<file path="config.mk">
export PLATFORM = sky130hd
export DESIGN_NAME = memOrderCore
export DESIGN_NICKNAME = d
export VERILOG_FILES = /design/src/cpuPkg.sv /design/src/memOpIf.sv /design/src/branchIf.sv /design/src/memIssueStage.sv /design/src/loadBuffer.sv /design/src/branchArbiter.sv /design/src/memOrderCore.sv
export SDC_FILE = /design/constraint.sdc
export NUM_CORES = 1
export LEC_CHECK = 0
export ABC_AREA = 1
export BUFFER_PORTS_ARGS = -buffer_cell sky130_fd_sc_hd__buf_4
export CORE_UTILIZATION = 50
export CTS_BUF_LIST = sky130_fd_sc_hd__clkbuf_16
export DETAILED_ROUTE_END_ITERATION = 12
export PLACE_DENSITY = 0.66
export SYNTH_ARGS = -nofsm -noshare
export SYNTH_HDL_FRONTEND = slang
export SYNTH_SLANG_ARGS = --single-unit
export TNS_END_PERCENT = 10
</file>
<file path="constraint.sdc">
create_clock -name clk -period 6.7 [get_ports clk]
set_clock_uncertainty 0.2 [all_clocks]
set_input_delay 1.005 -clock clk [delete_from_list [all_inputs] [get_ports clk]]
set_output_delay 1.005 -clock clk [all_outputs]
set_load 0.01 [all_outputs]
</file>
<file path="src/cpuPkg.sv">
package cpuPkg;

    // sequence numbers wrap; age is the sign of a difference.
    localparam int DEF_SQN_BITS = 6;

    // depth must be a power of two, at most 32.
    localparam int DEF_LB_ENTRIES = 8;

    typedef logic [DEF_SQN_BITS-1:0] SqN;

    // address bits 31 to 2.
    typedef logic [29:0] WordAddr;

    typedef struct packed {
        logic valid;
        SqN sqN;
        WordAddr addr;
    } LbEntry;

    // word part of a byte address.
    function automatic WordAddr wordOf(input logic [31:0] byteAddr);
        return byteAddr[31:2];
    endfunction

endpackage

</file>
<file path="src/memOpIf.sv">
interface memOpIf;
    import cpuPkg::*;

    logic valid;
    logic isLoad;
    logic [31:0] pc;
    logic [31:0] addr;
    SqN sqN;
    SqN loadSqN;
    SqN storeSqN;

    // one strobe per operation, no ready.
    modport source (
        output valid,
        output isLoad,
        output pc,
        output addr,
        output sqN,
        output loadSqN,
        output storeSqN
    );

    modport sink (
        input valid,
        input isLoad,
        input pc,
        input addr,
        input sqN,
        input loadSqN,
        input storeSqN
    );

endinterface

</file>
<file path="src/branchIf.sv">
interface branchIf;
    import cpuPkg::*;

    logic taken;
    logic [31:0] dstPc;
    SqN sqN;
    SqN loadSqN;
    SqN storeSqN;
    logic flush;

    modport source (
        output taken,
        output dstPc,
        output sqN,
        output loadSqN,
        output storeSqN,
        output flush
    );

    modport sink (
        input taken,
        input dstPc,
        input sqN,
        input loadSqN,
        input storeSqN,
        input flush
    );

endinterface

</file>
<file path="src/memIssueStage.sv">
module memIssueStage #(
    parameter int SQN_BITS = cpuPkg::DEF_SQN_BITS
) (
    input  logic clk,
    input  logic rst,
    input  logic inValid,
    input  logic inIsLoad,
    input  logic [31:0] inPc,
    input  logic [31:0] inAddr,
    input  cpuPkg::SqN inSqN,
    input  cpuPkg::SqN inLoadSqN,
    input  cpuPkg::SqN inStoreSqN,
    input  cpuPkg::SqN maxLoadSqN,
    branchIf.sink brIf,
    output logic stall,
    memOpIf.source op
);
    import cpuPkg::*;

    logic holdValid;
    logic [31:0] holdPc;
    logic [31:0] holdAddr;
    SqN holdSqN;
    SqN holdLoadSqN;
    SqN holdStoreSqN;

    logic signed [SQN_BITS-1:0] inAhead;
    logic signed [SQN_BITS-1:0] holdAhead;
    logic signed [SQN_BITS-1:0] holdAge;

    logic accept;
    logic inOutside;
    logic holdFits;
    logic holdSquashed;

    // positive means beyond the load window.
    assign inAhead = inLoadSqN - maxLoadSqN;
    assign holdAhead = holdLoadSqN - maxLoadSqN;
    assign holdAge = holdSqN - brIf.sqN;

    assign accept = inValid && !holdValid;
    assign inOutside = inIsLoad && (inAhead > 0);
    assign holdFits = holdAhead <= 0;
    assign holdSquashed = brIf.taken && (holdAge > 0);

    assign stall = holdValid;

    always_ff @(posedge clk) begin
        if (rst) begin
            holdValid <= 1'b0;
            op.valid <= 1'b0;
        end else begin
            op.valid <= 1'b0;
            if (holdValid) begin
                if (holdSquashed) begin
                    holdValid <= 1'b0;
                end else if (holdFits) begin
                    holdValid <= 1'b0;
                    op.valid <= 1'b1;
                end
            end else if (accept) begin
                if (inOutside) begin
                    holdValid <= 1'b1;
                end else begin
                    op.valid <= 1'b1;
                end
            end
        end
    end

    // hold register follows the input until it is armed.
    always_ff @(posedge clk) begin
        if (!holdValid) begin
            holdPc <= inPc;
            holdAddr <= inAddr;
            holdSqN <= inSqN;
            holdLoadSqN <= inLoadSqN;
            holdStoreSqN <= inStoreSqN;
        end
    end

    always_ff @(posedge clk) begin
        if (holdValid) begin
            op.isLoad <= 1'b1;
            op.pc <= holdPc;
            op.addr <= holdAddr;
            op.sqN <= holdSqN;
            op.loadSqN <= holdLoadSqN;
            op.storeSqN <= holdStoreSqN;
        end else begin
            op.isLoad <= inIsLoad;
            op.pc <= inPc;
            op.addr <= inAddr;
            op.sqN <= inSqN;
            op.loadSqN <= inLoadSqN;
            op.storeSqN <= inStoreSqN;
        end
    end

endmodule

</file>
<file path="src/loadBuffer.sv">
module loadBuffer #(
    parameter int NUM_ENTRIES = cpuPkg::DEF_LB_ENTRIES,
    parameter int SQN_BITS = cpuPkg::DEF_SQN_BITS
) (
    input  logic clk,
    input  logic rst,
    input  cpuPkg::SqN commitSqN,
    memOpIf.sink op,
    branchIf.sink brIf,
    branchIf.source viol,
    output cpuPkg::SqN maxLoadSqN
);
    import cpuPkg::*;

    localparam int IDX_BITS = $clog2(NUM_ENTRIES);

    LbEntry entries [NUM_ENTRIES];
    SqN base;
    SqN baseNext;

    // staged operation, one cycle behind the memory op bus.
    logic sValid;
    logic sIsLoad;
    logic [31:0] sPc;
    WordAddr sWord;
    SqN sSqN;
    SqN sLoadSqN;
    SqN sStoreSqN;

    logic signed [SQN_BITS-1:0] inAge;
    logic signed [SQN_BITS-1:0] sAge;
    logic signed [SQN_BITS-1:0] commitAge;
    logic signed [SQN_BITS-1:0] entryAge [NUM_ENTRIES];
    logic signed [SQN_BITS-1:0] storeAge [NUM_ENTRIES];

    logic sLive;
    logic loadIn;
    logic storeIn;
    logic retire;
    logic orderHit;
    logic [IDX_BITS-1:0] insIdx;

    assign inAge = op.sqN - brIf.sqN;
    assign sAge = sSqN - brIf.sqN;
    assign commitAge = commitSqN - entries[0].sqN;

    assign sLive = sValid && !(brIf.taken && (sAge > 0));
    assign loadIn = sLive && sIsLoad;
    assign storeIn = sLive && !sIsLoad;
    assign retire = !brIf.taken && entries[0].valid && (commitAge > 0);

    always_comb begin
        baseNext = base;
        if (brIf.taken) begin
            if (brIf.flush) begin
                baseNext = brIf.loadSqN;
            end
        end else if (retire) begin
            baseNext = base + SqN'(1);
        end
    end

    // slot is relative to the base after this edge's retirement.
    assign insIdx = sLoadSqN[IDX_BITS-1:0] - baseNext[IDX_BITS-1:0];

    // a squashed entry cannot cause a violation.
    always_comb begin
        orderHit = 1'b0;
        for (int i = 0; i < NUM_ENTRIES; i++) begin
            entryAge[i] = entries[i].sqN - brIf.sqN;
            storeAge[i] = sSqN - entries[i].sqN;
            if (entries[i].valid && entries[i].addr == sWord && storeAge[i] <= 0 &&
                !(brIf.taken && entryAge[i] > 0)) begin
                orderHit = 1'b1;
            end
        end
    end

    always_ff @(posedge clk) begin
        if (rst) begin
            sValid <= 1'b0;
        end else begin
            sValid <= op.valid && !(brIf.taken && (inAge > 0));
        end
    end

    always_ff @(posedge clk) begin
        sIsLoad <= op.isLoad;
        sPc <= op.pc;
        sWord <= wordOf(op.addr);
        sSqN <= op.sqN;
        sLoadSqN <= op.loadSqN;
        sStoreSqN <= op.storeSqN;
    end

    always_ff @(posedge clk) begin
        if (rst) begin
            for (int i = 0; i < NUM_ENTRIES; i++) begin
                entries[i].valid <= 1'b0;
            end
            base <= '0;
            maxLoadSqN <= SqN'(NUM_ENTRIES - 1);
            viol.taken <= 1'b0;
        end else begin
            if (brIf.taken) begin
                for (int i = 0; i < NUM_ENTRIES; i++) begin
                    if (entryAge[i] > 0) begin
                        entries[i].valid <= 1'b0;
                    end
                end
            end else if (retire) begin
                for (int i = 0; i < NUM_ENTRIES - 1; i++) begin
                    entries[i] <= entries[i + 1];
                end
                entries[NUM_ENTRIES - 1].valid <= 1'b0;
            end
            if (loadIn) begin
                entries[insIdx] <= '{valid: 1'b1, sqN: sSqN, addr: sWord};
            end
            base <= baseNext;
            maxLoadSqN <= baseNext + SqN'(NUM_ENTRIES - 1);
            viol.taken <= storeIn && orderHit;
        end
    end

    // refetch from the store that ran too late.
    always_ff @(posedge clk) begin
        viol.dstPc <= sPc;
        viol.sqN <= sSqN;
        viol.loadSqN <= sLoadSqN;
        viol.storeSqN <= sStoreSqN;
    end

    assign viol.flush = 1'b0;

endmodule

</file>
<file path="src/branchArbiter.sv">
module branchArbiter #(
    parameter int SQN_BITS = cpuPkg::DEF_SQN_BITS
) (
    input  logic clk,
    input  logic rst,
    input  logic exTaken,
    input  logic [31:0] exDstPc,
    input  cpuPkg::SqN exSqN,
    input  cpuPkg::SqN exLoadSqN,
    input  cpuPkg::SqN exStoreSqN,
    input  logic exFlush,
    branchIf.sink viol,
    branchIf.source br
);

    logic signed [SQN_BITS-1:0] exVsBr;
    logic signed [SQN_BITS-1:0] violVsBr;
    logic signed [SQN_BITS-1:0] exVsViol;

    logic exLive;
    logic violLive;
    logic pickViol;

    assign exVsBr = exSqN - br.sqN;
    assign violVsBr = viol.sqN - br.sqN;
    assign exVsViol = exSqN - viol.sqN;

    // requests behind the current branch are on the squashed path.
    assign exLive = exTaken && !(br.taken && (exVsBr > 0));
    assign violLive = viol.taken && !(br.taken && (violVsBr > 0));

    // execute branch wins a tie.
    assign pickViol = violLive && (!exLive || (exVsViol > 0));

    always_ff @(posedge clk) begin
        if (rst) begin
            br.taken <= 1'b0;
        end else begin
            br.taken <= exLive || violLive;
        end
    end

    always_ff @(posedge clk) begin
        if (pickViol) begin
            br.dstPc <= viol.dstPc;
            br.sqN <= viol.sqN;
            br.loadSqN <= viol.loadSqN;
            br.storeSqN <= viol.storeSqN;
            br.flush <= viol.flush;
        end else begin
            br.dstPc <= exDstPc;
            br.sqN <= exSqN;
            br.loadSqN <= exLoadSqN;
            br.storeSqN <= exStoreSqN;
            br.flush <= exFlush;
        end
    end

endmodule

</file>
<file path="src/memOrderCore.sv">
module memOrderCore #(
    parameter int NUM_ENTRIES = cpuPkg::DEF_LB_ENTRIES,
    parameter int SQN_BITS = cpuPkg::DEF_SQN_BITS
) (
    input  logic clk,
    input  logic rst,
    input  logic inValid,
    input  logic inIsLoad,
    input  logic [31:0] inPc,
    input  logic [31:0] inAddr,
    input  cpuPkg::SqN inSqN,
    input  cpuPkg::SqN inLoadSqN,
    input  cpuPkg::SqN inStoreSqN,
    input  cpuPkg::SqN commitSqN,
    input  logic exTaken,
    input  logic [31:0] exDstPc,
    input  cpuPkg::SqN exSqN,
    input  cpuPkg::SqN exLoadSqN,
    input  cpuPkg::SqN exStoreSqN,
    input  logic exFlush,
    output logic stall,
    output logic brTaken,
    output logic [31:0] brDstPc,
    output cpuPkg::SqN brSqN,
    output cpuPkg::SqN brLoadSqN,
    output cpuPkg::SqN brStoreSqN,
    output logic brFlush,
    output cpuPkg::SqN maxLoadSqN
);

    memOpIf opIf ();
    branchIf violIf ();
    branchIf brIf ();

    memIssueStage #(
        .SQN_BITS(SQN_BITS)
    ) u_memIssueStage (
        .clk(clk),
        .rst(rst),
        .inValid(inValid),
        .inIsLoad(inIsLoad),
        .inPc(inPc),
        .inAddr(inAddr),
        .inSqN(inSqN),
        .inLoadSqN(inLoadSqN),
        .inStoreSqN(inStoreSqN),
        .maxLoadSqN(maxLoadSqN),
        .brIf(brIf.sink),
        .stall(stall),
        .op(opIf.source)
    );

    loadBuffer #(
        .NUM_ENTRIES(NUM_ENTRIES),
        .SQN_BITS(SQN_BITS)
    ) u_loadBuffer (
        .clk(clk),
        .rst(rst),
        .commitSqN(commitSqN),
        .op(opIf.sink),
        .brIf(brIf.sink),
        .viol(violIf.source),
        .maxLoadSqN(maxLoadSqN)
    );

    branchArbiter #(
        .SQN_BITS(SQN_BITS)
    ) u_branchArbiter (
        .clk(clk),
        .rst(rst),
        .exTaken(exTaken),
        .exDstPc(exDstPc),
        .exSqN(exSqN),
        .exLoadSqN(exLoadSqN),
        .exStoreSqN(exStoreSqN),
        .exFlush(exFlush),
        .viol(violIf.sink),
        .br(brIf.source)
    );

    assign brTaken = brIf.taken;
    assign brDstPc = brIf.dstPc;
    assign brSqN = brIf.sqN;
    assign brLoadSqN = brIf.loadSqN;
    assign brStoreSqN = brIf.storeSqN;
    assign brFlush = brIf.flush;

endmodule

</file>
==> results of run 1 <==
layer usage:
| layer | global-route usage, % | routed length, um |
|---|---|---|
| met3 | 4.439 | 6424 |
| met1 | 36.55 | 35510 |
| met4 | 10.68 | 2907 |
| met5 | 0 | 0 |
| met2 | 46.43 | 40270 |
registers in the layout, indices dropped and copies added, names as in the netlist, 6 cells and up:
| name | count |
|---|---|
| u_loadBuffer.entries | 296 |
| u_branchArbiter.br.dstPc | 32 |
| u_loadBuffer.sPc | 32 |
| u_loadBuffer.viol.dstPc | 32 |
| u_memIssueStage.holdPc | 32 |
| u_loadBuffer.sWord | 30 |
| u_memIssueStage.holdAddr | 30 |
| u_branchArbiter.br.loadSqN | 6 |
| u_branchArbiter.br.sqN | 6 |
| u_branchArbiter.br.storeSqN | 6 |
| u_loadBuffer.base | 6 |
| u_loadBuffer.maxLoadSqN | 6 |
| u_loadBuffer.sLoadSqN | 6 |
| u_loadBuffer.sSqN | 6 |
| u_loadBuffer.sStoreSqN | 6 |
| u_loadBuffer.viol.loadSqN | 6 |
| u_loadBuffer.viol.sqN | 6 |
| u_loadBuffer.viol.storeSqN | 6 |
| u_memIssueStage.holdLoadSqN | 6 |
| u_memIssueStage.holdSqN | 6 |
| u_memIssueStage.holdStoreSqN | 6 |
critical path, delay by kind of cell, from the launching register on:
| kind | cells | cell delay, ps |
|---|---|---|
| simple gates | 9 | 2010 |
| fa+ha+maj | 2 | 770 |
| flops | 1 | 680 |
| buf+inv | 3 | 1260 |
worst max path at each step:
stage	to	slack [ps]	cells after the start
global route	u_loadBuffer.entries[4][30]$_DFFE_PP_	1200	25
floorplan	u_loadBuffer.entries[1][0]$_DFFE_PP_	1370	21
CTS	u_loadBuffer.entries[7][12]$_DFFE_PP_	1510	14
global placement	u_loadBuffer.entries[5][12]$_DFFE_PP_	970	25
detailed placement	u_loadBuffer.entries[4][26]$_DFFE_PP_	900	25
finish	u_loadBuffer.entries[7][25]$_DFFE_PP_	1400	14
cell families (layout without fill, tap and decap cells):
logic type / after synthesis / in the layout / synth area share [%]
AND/OR/NAND/NOR: 1715 / 1715 / 25.13
flip-flops: 576 / 576 / 50.79
buffers and inverters: 506 / 696 / 7.018
AO/OA/AOI/OAI: 277 / 277 / 5.422
XOR/XNOR: 165 / 165 / 4.825
adder cells (fa/ha/maj): 148 / 148 / 6.809
other: 0 / 1 / 0
area by class of cell:
class	count	share of cell area, %
clock buffer	60	4.423
tap	773	2.849
sequential	576	44.82
inverter	312	3.457
timing repair buffer	278	6.185
clock inverter	46	0.8846
antenna	1	0.007372
multi-input combinational	2305	37.37
cells in the mapped netlist, drive strengths merged (12+ instances only):
cell	instances	share of area, %
ha	123	5.1
a31o	13	0.38
clkbuf	103	1.3
fa	25	1.7
xor2	47	1.4
nand4	318	6.6
o21ai	72	1.2
edfxtp	368	37
nand2	958	12
xnor2	118	3.5
nor2	257	3.2
nor3	12	0.20
dfxtp	208	14
a21oi	81	1.4
o22ai	73	1.5
inv	305	3.8
buf	91	1.8
nand3	148	2.5
power by group through the flow:
stage | Combinational [mW] | Clock, mW | Sequential [mW]
2_1_floorplan | 0.858 | 0 | 4.06
3_3_place_gp | 1.26 | 0 | 4.06
3_5_place_dp | 1.30 | 0 | 4.07
4_1_cts | 1.31 | 3.12 | 3.99
5_1_grt | 1.44 | 3.26 | 4.00
6_report | 1.33 | 3.06 | 3.99
through the flow:
step,setup WS [ps],hold WS (ps),std cells,util (%)
2_1_floorplan,1373,109.6,3387,-
3_3_place_gp,974.2,109.9,4244,54.36
3_5_place_dp,897.7,112.1,4244,54.36
4_1_cts,1506,125.4,4350,57.40
5_1_grt,1200,129.7,4350,57.40
6_report,1400,124.2,4351,57.41
==> reports/qor.csv, run 1 <==
stage,metric,value,unit
worst_hold_path,hp-class,reg2reg,
sta,rsz0062_at_grt,no,
sta,fmax,0.1887,GHz
floorplan,dieArea,0.06089,mm2
grt,grt_pass1_vias,23910,
critical_path,cp_common_cell,nand3_1,
critical_path,path_cells,inv_1 -> ha_1 -> fa_1 -> nand3b_1 -> nand3_1 -> nand3_1 -> nor3_1 -> nand2_1 -> nand4_1 -> nand3_1 -> nor2_4 -> nand3_1 -> inv_1 -> buf_4,
layout,ff_latch_area,0.01521,mm2
critical_path,cp-startpoint,u_loadBuffer.sSqN[0]$_DFF_P_,
clock_tree,cts_tree,built,
detailed_routing,wl,85.10,mm
critical_path,cp.arrival,5390,ps
clock_tree,cts_buffer_depth,3,
clock_tree,cts.sink_count,576,
worst_hold_path,hp-start,u_loadBuffer.sPc[19]$_DFF_P_,
layout,fill_cells,5184,
detailed_routing,vias,24580,
yosys,syn-num-nets,3679,
yosys,yosysSeqAreaShare,50.79,%
critical_path,crit_required,6790,ps
sta,finalSetupViolations,0,
yosys,synth.distinct_cells,39,
critical_path,critPathCaptureType,flop,
grt,antenna_found_initial,0,
pwr,p_seq_share,47.6,%
detailed_routing,drc_errors,0,
pwr,clockPowerShare,36.5,%
placement,dp_hpwl,62.51,mm
critical_path,worst-path-max-fanout,30,
clock_tree,root_buffer,clkbuf_16,
flow_run,maxCapViolCount,0,
clock_tree,clock_latency,640,ps
layout,drive_gt1_share,11.18,%
sta,period_share,79.10,%
detailed_routing,routedWlPerCell,19.56,um
clock_tree,cts_resized,0,
critical_path,critPathMaxStageDelay,680,ps
floorplan,coreArea,0.05913,mm2
layout,layout_commonest_cell,nand2_1,
critical_path,r2r-start,u_loadBuffer.sSqN[0]$_DFF_P_,
layout,fin_area,0.03395,mm2
sta,finalHoldViolations,0,
detailed_routing,drt_iter0_markers,1937,
pwr,p_per_area,247.1,mW/mm2
critical_path,cp_slowest_cell,dfxtp_1,
layout,areaGrowthSynthToFinish,13.33,%
clock_tree,clkTransAtPathRegs,60,ps
worst_hold_path,min_path_cells,0,
placement,place_area,0.03214,mm2
pwr,power.net_switching,2.356,mW
yosys,yosysWarnings,0,
pwr,power,8.388,mW
grt,grt_max_degree,60,
yosys,ys_ff_latch,576,
floorplan,rows,89,
sta,drv_slew,0,
yosys,ys.flop_type,edfxtp_1,
sta,worst_pin_slew,1237,ps
critical_path,crit_type,reg2reg,
outcome,outcome,finished clean,
sta,max_slew_margin,17.40,%
detailed_routing,postRouteAntennaNets,0,
floorplan,die_w,246.8,um
critical_path,timing.rr.end,u_loadBuffer.entries[7][25]$_DFFE_PP_,
layout,multiInputGateArea,0.01269,mm2
clock_tree,postCtsSetupBuffers,0,
yosys,synthCells,3387,
pwr,leakage,15.25,nW
pwr,p_int,6.032,mW
yosys,synthArstFlopShare,0,%
detailed_routing,drt_pre_antenna_iters,9,
yosys,avgSynthCellArea,8.844,um2
critical_path,reg2regPathDepth,14,
clock_tree,htree_num_levels,2,
grt,grt_overflow_total,0,
clock_tree,numCtsBuffers,57,
critical_path,cp-start-kind,flop,
sta,fin_setup_tns,0,ps
pwr,swShare,28.09,%
layout,layout_common_cells,"nand2_1 (949), edfxtp_1 (368), nand4_1 (318)",
critical_path,r2r_setup_slack,1400,ps
detailed_routing,vias_per_cell,5.648,
sta,min_period,5300,ps
clock_tree,holdBufCountCts,0,
layout,fin_nets,3822,
pwr,vdd_drop_max,217.2,uV
grt,track_usage,27.93,%
yosys,syn-cell-area,0.02995,mm2
worst_hold_path,hold_end,u_loadBuffer.viol.dstPc[19]$_DFF_P_,
yosys,synth_edf_count,368,
placement,gp_congestion,0.9967,
floorplan,chipHeight,246.8,um
pwr,p_comb_share,15.9,%
placement,io_buffers,200,
floorplan,initial_utilization,50.66,%
floorplan,io_pins,203,
grt,grt_pass1_wl,131.8,mm
Power figures use the tool's default switching activity.
==> run 2: changes to the inputs <==
==> constraint.sdc (replaced) <==
create_clock -name clk -period 5.3 [get_ports clk]
set_clock_uncertainty 0.2 [all_clocks]
set_input_delay 0.795 -clock clk [delete_from_list [all_inputs] [get_ports clk]]
set_output_delay 0.795 -clock clk [all_outputs]
set_load 0.01 [all_outputs]
==> run 2 against run 1 <==
Compared with the run above:
- critical path type unchanged
- die area unchanged
- clock-buffer cell count increased by 6
- highest routed layer unchanged
- core utilization increased by 0.88 points
- first-iteration DRC count increased by 7.8%
- combinational power increased by 29%
- non-clock buffer count increased by 16
- largest power group unchanged
- flip-flop and latch count unchanged
==> reports/qor.csv, run 2 (synthesis gave the netlist of run 1 again) <==
stage,metric,value,unit,change
outcome,outcome,finished clean,,unchanged
sta,drv_slew,0,,unchanged
pwr,p_comb_share,15.6,%,was 15.9%
layout,areaGrowthSynthToFinish,15.06,%,was 13.33%
grt,grt_pass1_wl,132.4,mm,was 131.8 mm
clock_tree,cts.sink_count,576,,unchanged
critical_path,worst-path-max-fanout,35,,was 30
clock_tree,root_buffer,clkbuf_16,,unchanged
grt,grt_pass1_vias,23950,,"was 23,910"
critical_path,critPathMaxStageDelay,480,ps,was 680 ps
floorplan,initial_utilization,50.66,%,unchanged
layout,layout_common_cells,"nand2_1 (949), edfxtp_1 (368), nand4_1 (318)",,unchanged
critical_path,critPathCaptureType,flop,,unchanged
detailed_routing,routedWlPerCell,19.62,um,was 19.56 um
floorplan,io_pins,203,,unchanged
sta,min_period,4651,ps,was 5300 ps
clock_tree,postCtsSetupBuffers,0,,unchanged
floorplan,coreArea,0.05913,mm2,unchanged
clock_tree,cts_buffer_depth,3,,unchanged
critical_path,crit_required,5400,ps,was 6790 ps
grt,track_usage,28.14,%,was 27.93%
clock_tree,clkTransAtPathRegs,60,ps,about the same
layout,fin_nets,3842,,"was 3,822"
critical_path,cp.arrival,4750,ps,was 5390 ps
placement,io_buffers,200,,unchanged
floorplan,chipHeight,246.8,um,unchanged
placement,dp.cells,4260,,"was 4,244"
clock_tree,clock_latency,660,ps,was 640 ps
floorplan,dieArea,0.06089,mm2,unchanged
worst_hold_path,hp-class,in2reg,,was reg2reg
grt,antenna_found_initial,0,,unchanged
detailed_routing,drc_errors,0,,unchanged
placement,dp_slack,208.5,ps,was 897.7 ps
detailed_routing,drt_pre_antenna_iters,7,,was 9
pwr,leakage,15.47,nW,was 15.25 nW
sta,timing.hold.ws,109.2,ps,was 124.2 ps
detailed_routing,vias,24670,,"was 24,580"
critical_path,r2r-start,u_loadBuffer.entries[0][30]$_DFFE_PP_,,was u_loadBuffer.sSqN[0]$_DFF_P_
placement,gp_congestion,0.9774,,was 0.9967
clock_tree,cts_resized,0,,unchanged
layout,finalNonFillerCells,4376,,"was 4,351"
placement,dp_hpwl,63.07,mm,was 62.51 mm
sta,worst_slack,649.0,ps,was 1400 ps
pwr,vdd_drop_max,281.6,uV,was 217.2 uV
layout,antenna_cells,0,,was 1
layout,largest_register_ffs,296,,unchanged
sta,finalHoldViolations,0,,unchanged
sta,worst_pin_slew,1102,ps,was 1237 ps
worst_hold_path,hp-start,inPc[28],,was u_loadBuffer.sPc[19]$_DFF_P_
floorplan,rows,89,,unchanged
layout,layout_commonest_cell,nand2_1,,unchanged
sta,max_slew_margin,26.57,%,was 17.40%
clock_tree,holdBufCountCts,0,,unchanged
sta,period_share,87.76,%,was 79.10%
critical_path,cp-start-kind,flop,,unchanged
detailed_routing,drt_iter0_markers,2089,,"was 1,937"
grt,grt_max_degree,83,,was 60
pwr,power.net_switching,3.096,mW,was 2.356 mW
critical_path,path_cells,ha_1 -> inv_1 -> fa_1 -> inv_1 -> nand2_1 -> a21oi_1 -> nand2_1 -> nor2_1 -> nand2_2 -> nand4_1 -> nand3_1 -> nand2_1 -> inv_1 -> ha_1 -> fa_4 -> xor2_1 -> inv_1 -> nand3_1 -> nand2_4 -> nand3_1 -> nand2_1 -> buf_12,,was inv_1 -> ha_1 -> fa_1 -> nand3b_1 -> nand3_1 -> nand3_1 -> nor3_1 -> nand2_1 -> nand4_1 -> nand3_1 -> nor2_4 -> nand3_1 -> inv_1 -> buf_4
detailed_routing,postRouteAntennaNets,0,,unchanged
layout,drive_gt1_share,11.88,%,was 11.18%
sta,fin_setup_tns,0,ps,unchanged
grt,grt_overflow_total,0,,unchanged
sta,fmax,0.2150,GHz,was 0.1887 GHz
critical_path,crit_type,reg2reg,,unchanged
pwr,p_per_area,320.9,mW/mm2,was 247.1 mW/mm2
detailed_routing,wl,85.87,mm,was 85.10 mm
sta,finalSetupViolations,0,,unchanged
clock_tree,cts_tree,built,,unchanged
clock_tree,htree_num_levels,2,,unchanged
floorplan,die_w,246.8,um,unchanged
layout,fin_util,58.29,%,was 57.41%
layout,top_register,u_loadBuffer.entries,,unchanged
sta,rsz0062_at_grt,no,,unchanged
detailed_routing,vias_per_cell,5.637,,was 5.648
critical_path,cp-startpoint,u_loadBuffer.entries[0][30]$_DFFE_PP_,,was u_loadBuffer.sSqN[0]$_DFF_P_
pwr,clockPowerShare,38.7,%,was 36.5%
clock_tree,numCtsBuffers,61,,was 57
pwr,p_seq_share,45.7,%,was 47.6%
flow_run,maxCapViolCount,0,,unchanged
pwr,p_int,7.962,mW,was 6.032 mW
pwr,swShare,28.00,%,was 28.09%
critical_path,cp_slowest_cell,fa_4,,was dfxtp_1
## run 2: cell count changes in the layout (fill, tap and decap cells not counted), sizes merged
cell      delta
buf         +16
clkinv      +10
inv          -7
clkbuf       +6
bufinv       +2
clkinvlp     -1
diode        -1
## run 2: critical path: cells and delay by family, from the launching register on
family	cells	cell delay, ps
xor gates and xnor gates	1	180
buffers and inverters	5	550
adders and majority gates	4	1340
DFF	1	460
AOI/OAI and AO/OA	1	120
and+or+nand+nor	11	1490
## run 2: path summary, 6_finish.rpt
kind	to	slack (ps)	depth (start not counted)
worst min-delay path	u_memIssueStage.holdPc[28]$_DFFE_PN_	110	1
worst max register to register	u_loadBuffer.entries[5][30]$_DFFE_PP_	650	22
worst max-delay path	u_loadBuffer.entries[5][30]$_DFFE_PP_	650	22
worst min register to register	u_loadBuffer.viol.dstPc[17]$_DFF_P_	120	0
## run 2: metal layers
metal	up-vias	routed length [um]	GRT usage (%)	part of all wire (%)
met2	965	40040	46.08	47
met4	0	3084	11.06	3.6
met1	11710	36520	37.39	43
li1	11810	-	-	-
met3	181	6224	4.330	7.2
met5	-	0	0	0
## run 2: power by group through the flow
| stage | combinational, mW | clock, mW | sequential, mW |
|---|---|---|---|
| after global routing | 1.87 | 4.52 | 5.07 |
| after CTS | 1.69 | 4.36 | 5.05 |
| after global placement | 1.63 | 0 | 5.14 |
| after detailed placement | 1.69 | 0 | 5.15 |
| final | 1.72 | 4.28 | 5.05 |
| after floorplan | 1.09 | 0 | 5.14 |
## run 2: through the flow
stage / area (um2) / power, mW
2_1_floorplan: 29950 / 6.224
3_3_place_gp: 32400 / 6.766
3_5_place_dp: 32400 / 6.834
4_1_cts: 34460 / 11.11
5_1_grt: 34460 / 11.46
6_report: 34460 / 11.06
## run 2: cell type report
cell class / instances / area [um2]
Inverter: 312 / 1174
Clock inverter: 50 / 414.1
Clock buffer: 66 / 1652
Multi-Input combinational cell: 2305 / 12690
Tap cell: 773 / 967.2
Timing Repair Buffer: 294 / 2357
Sequential cell: 576 / 15210
Fill cell: 5158 / 24670
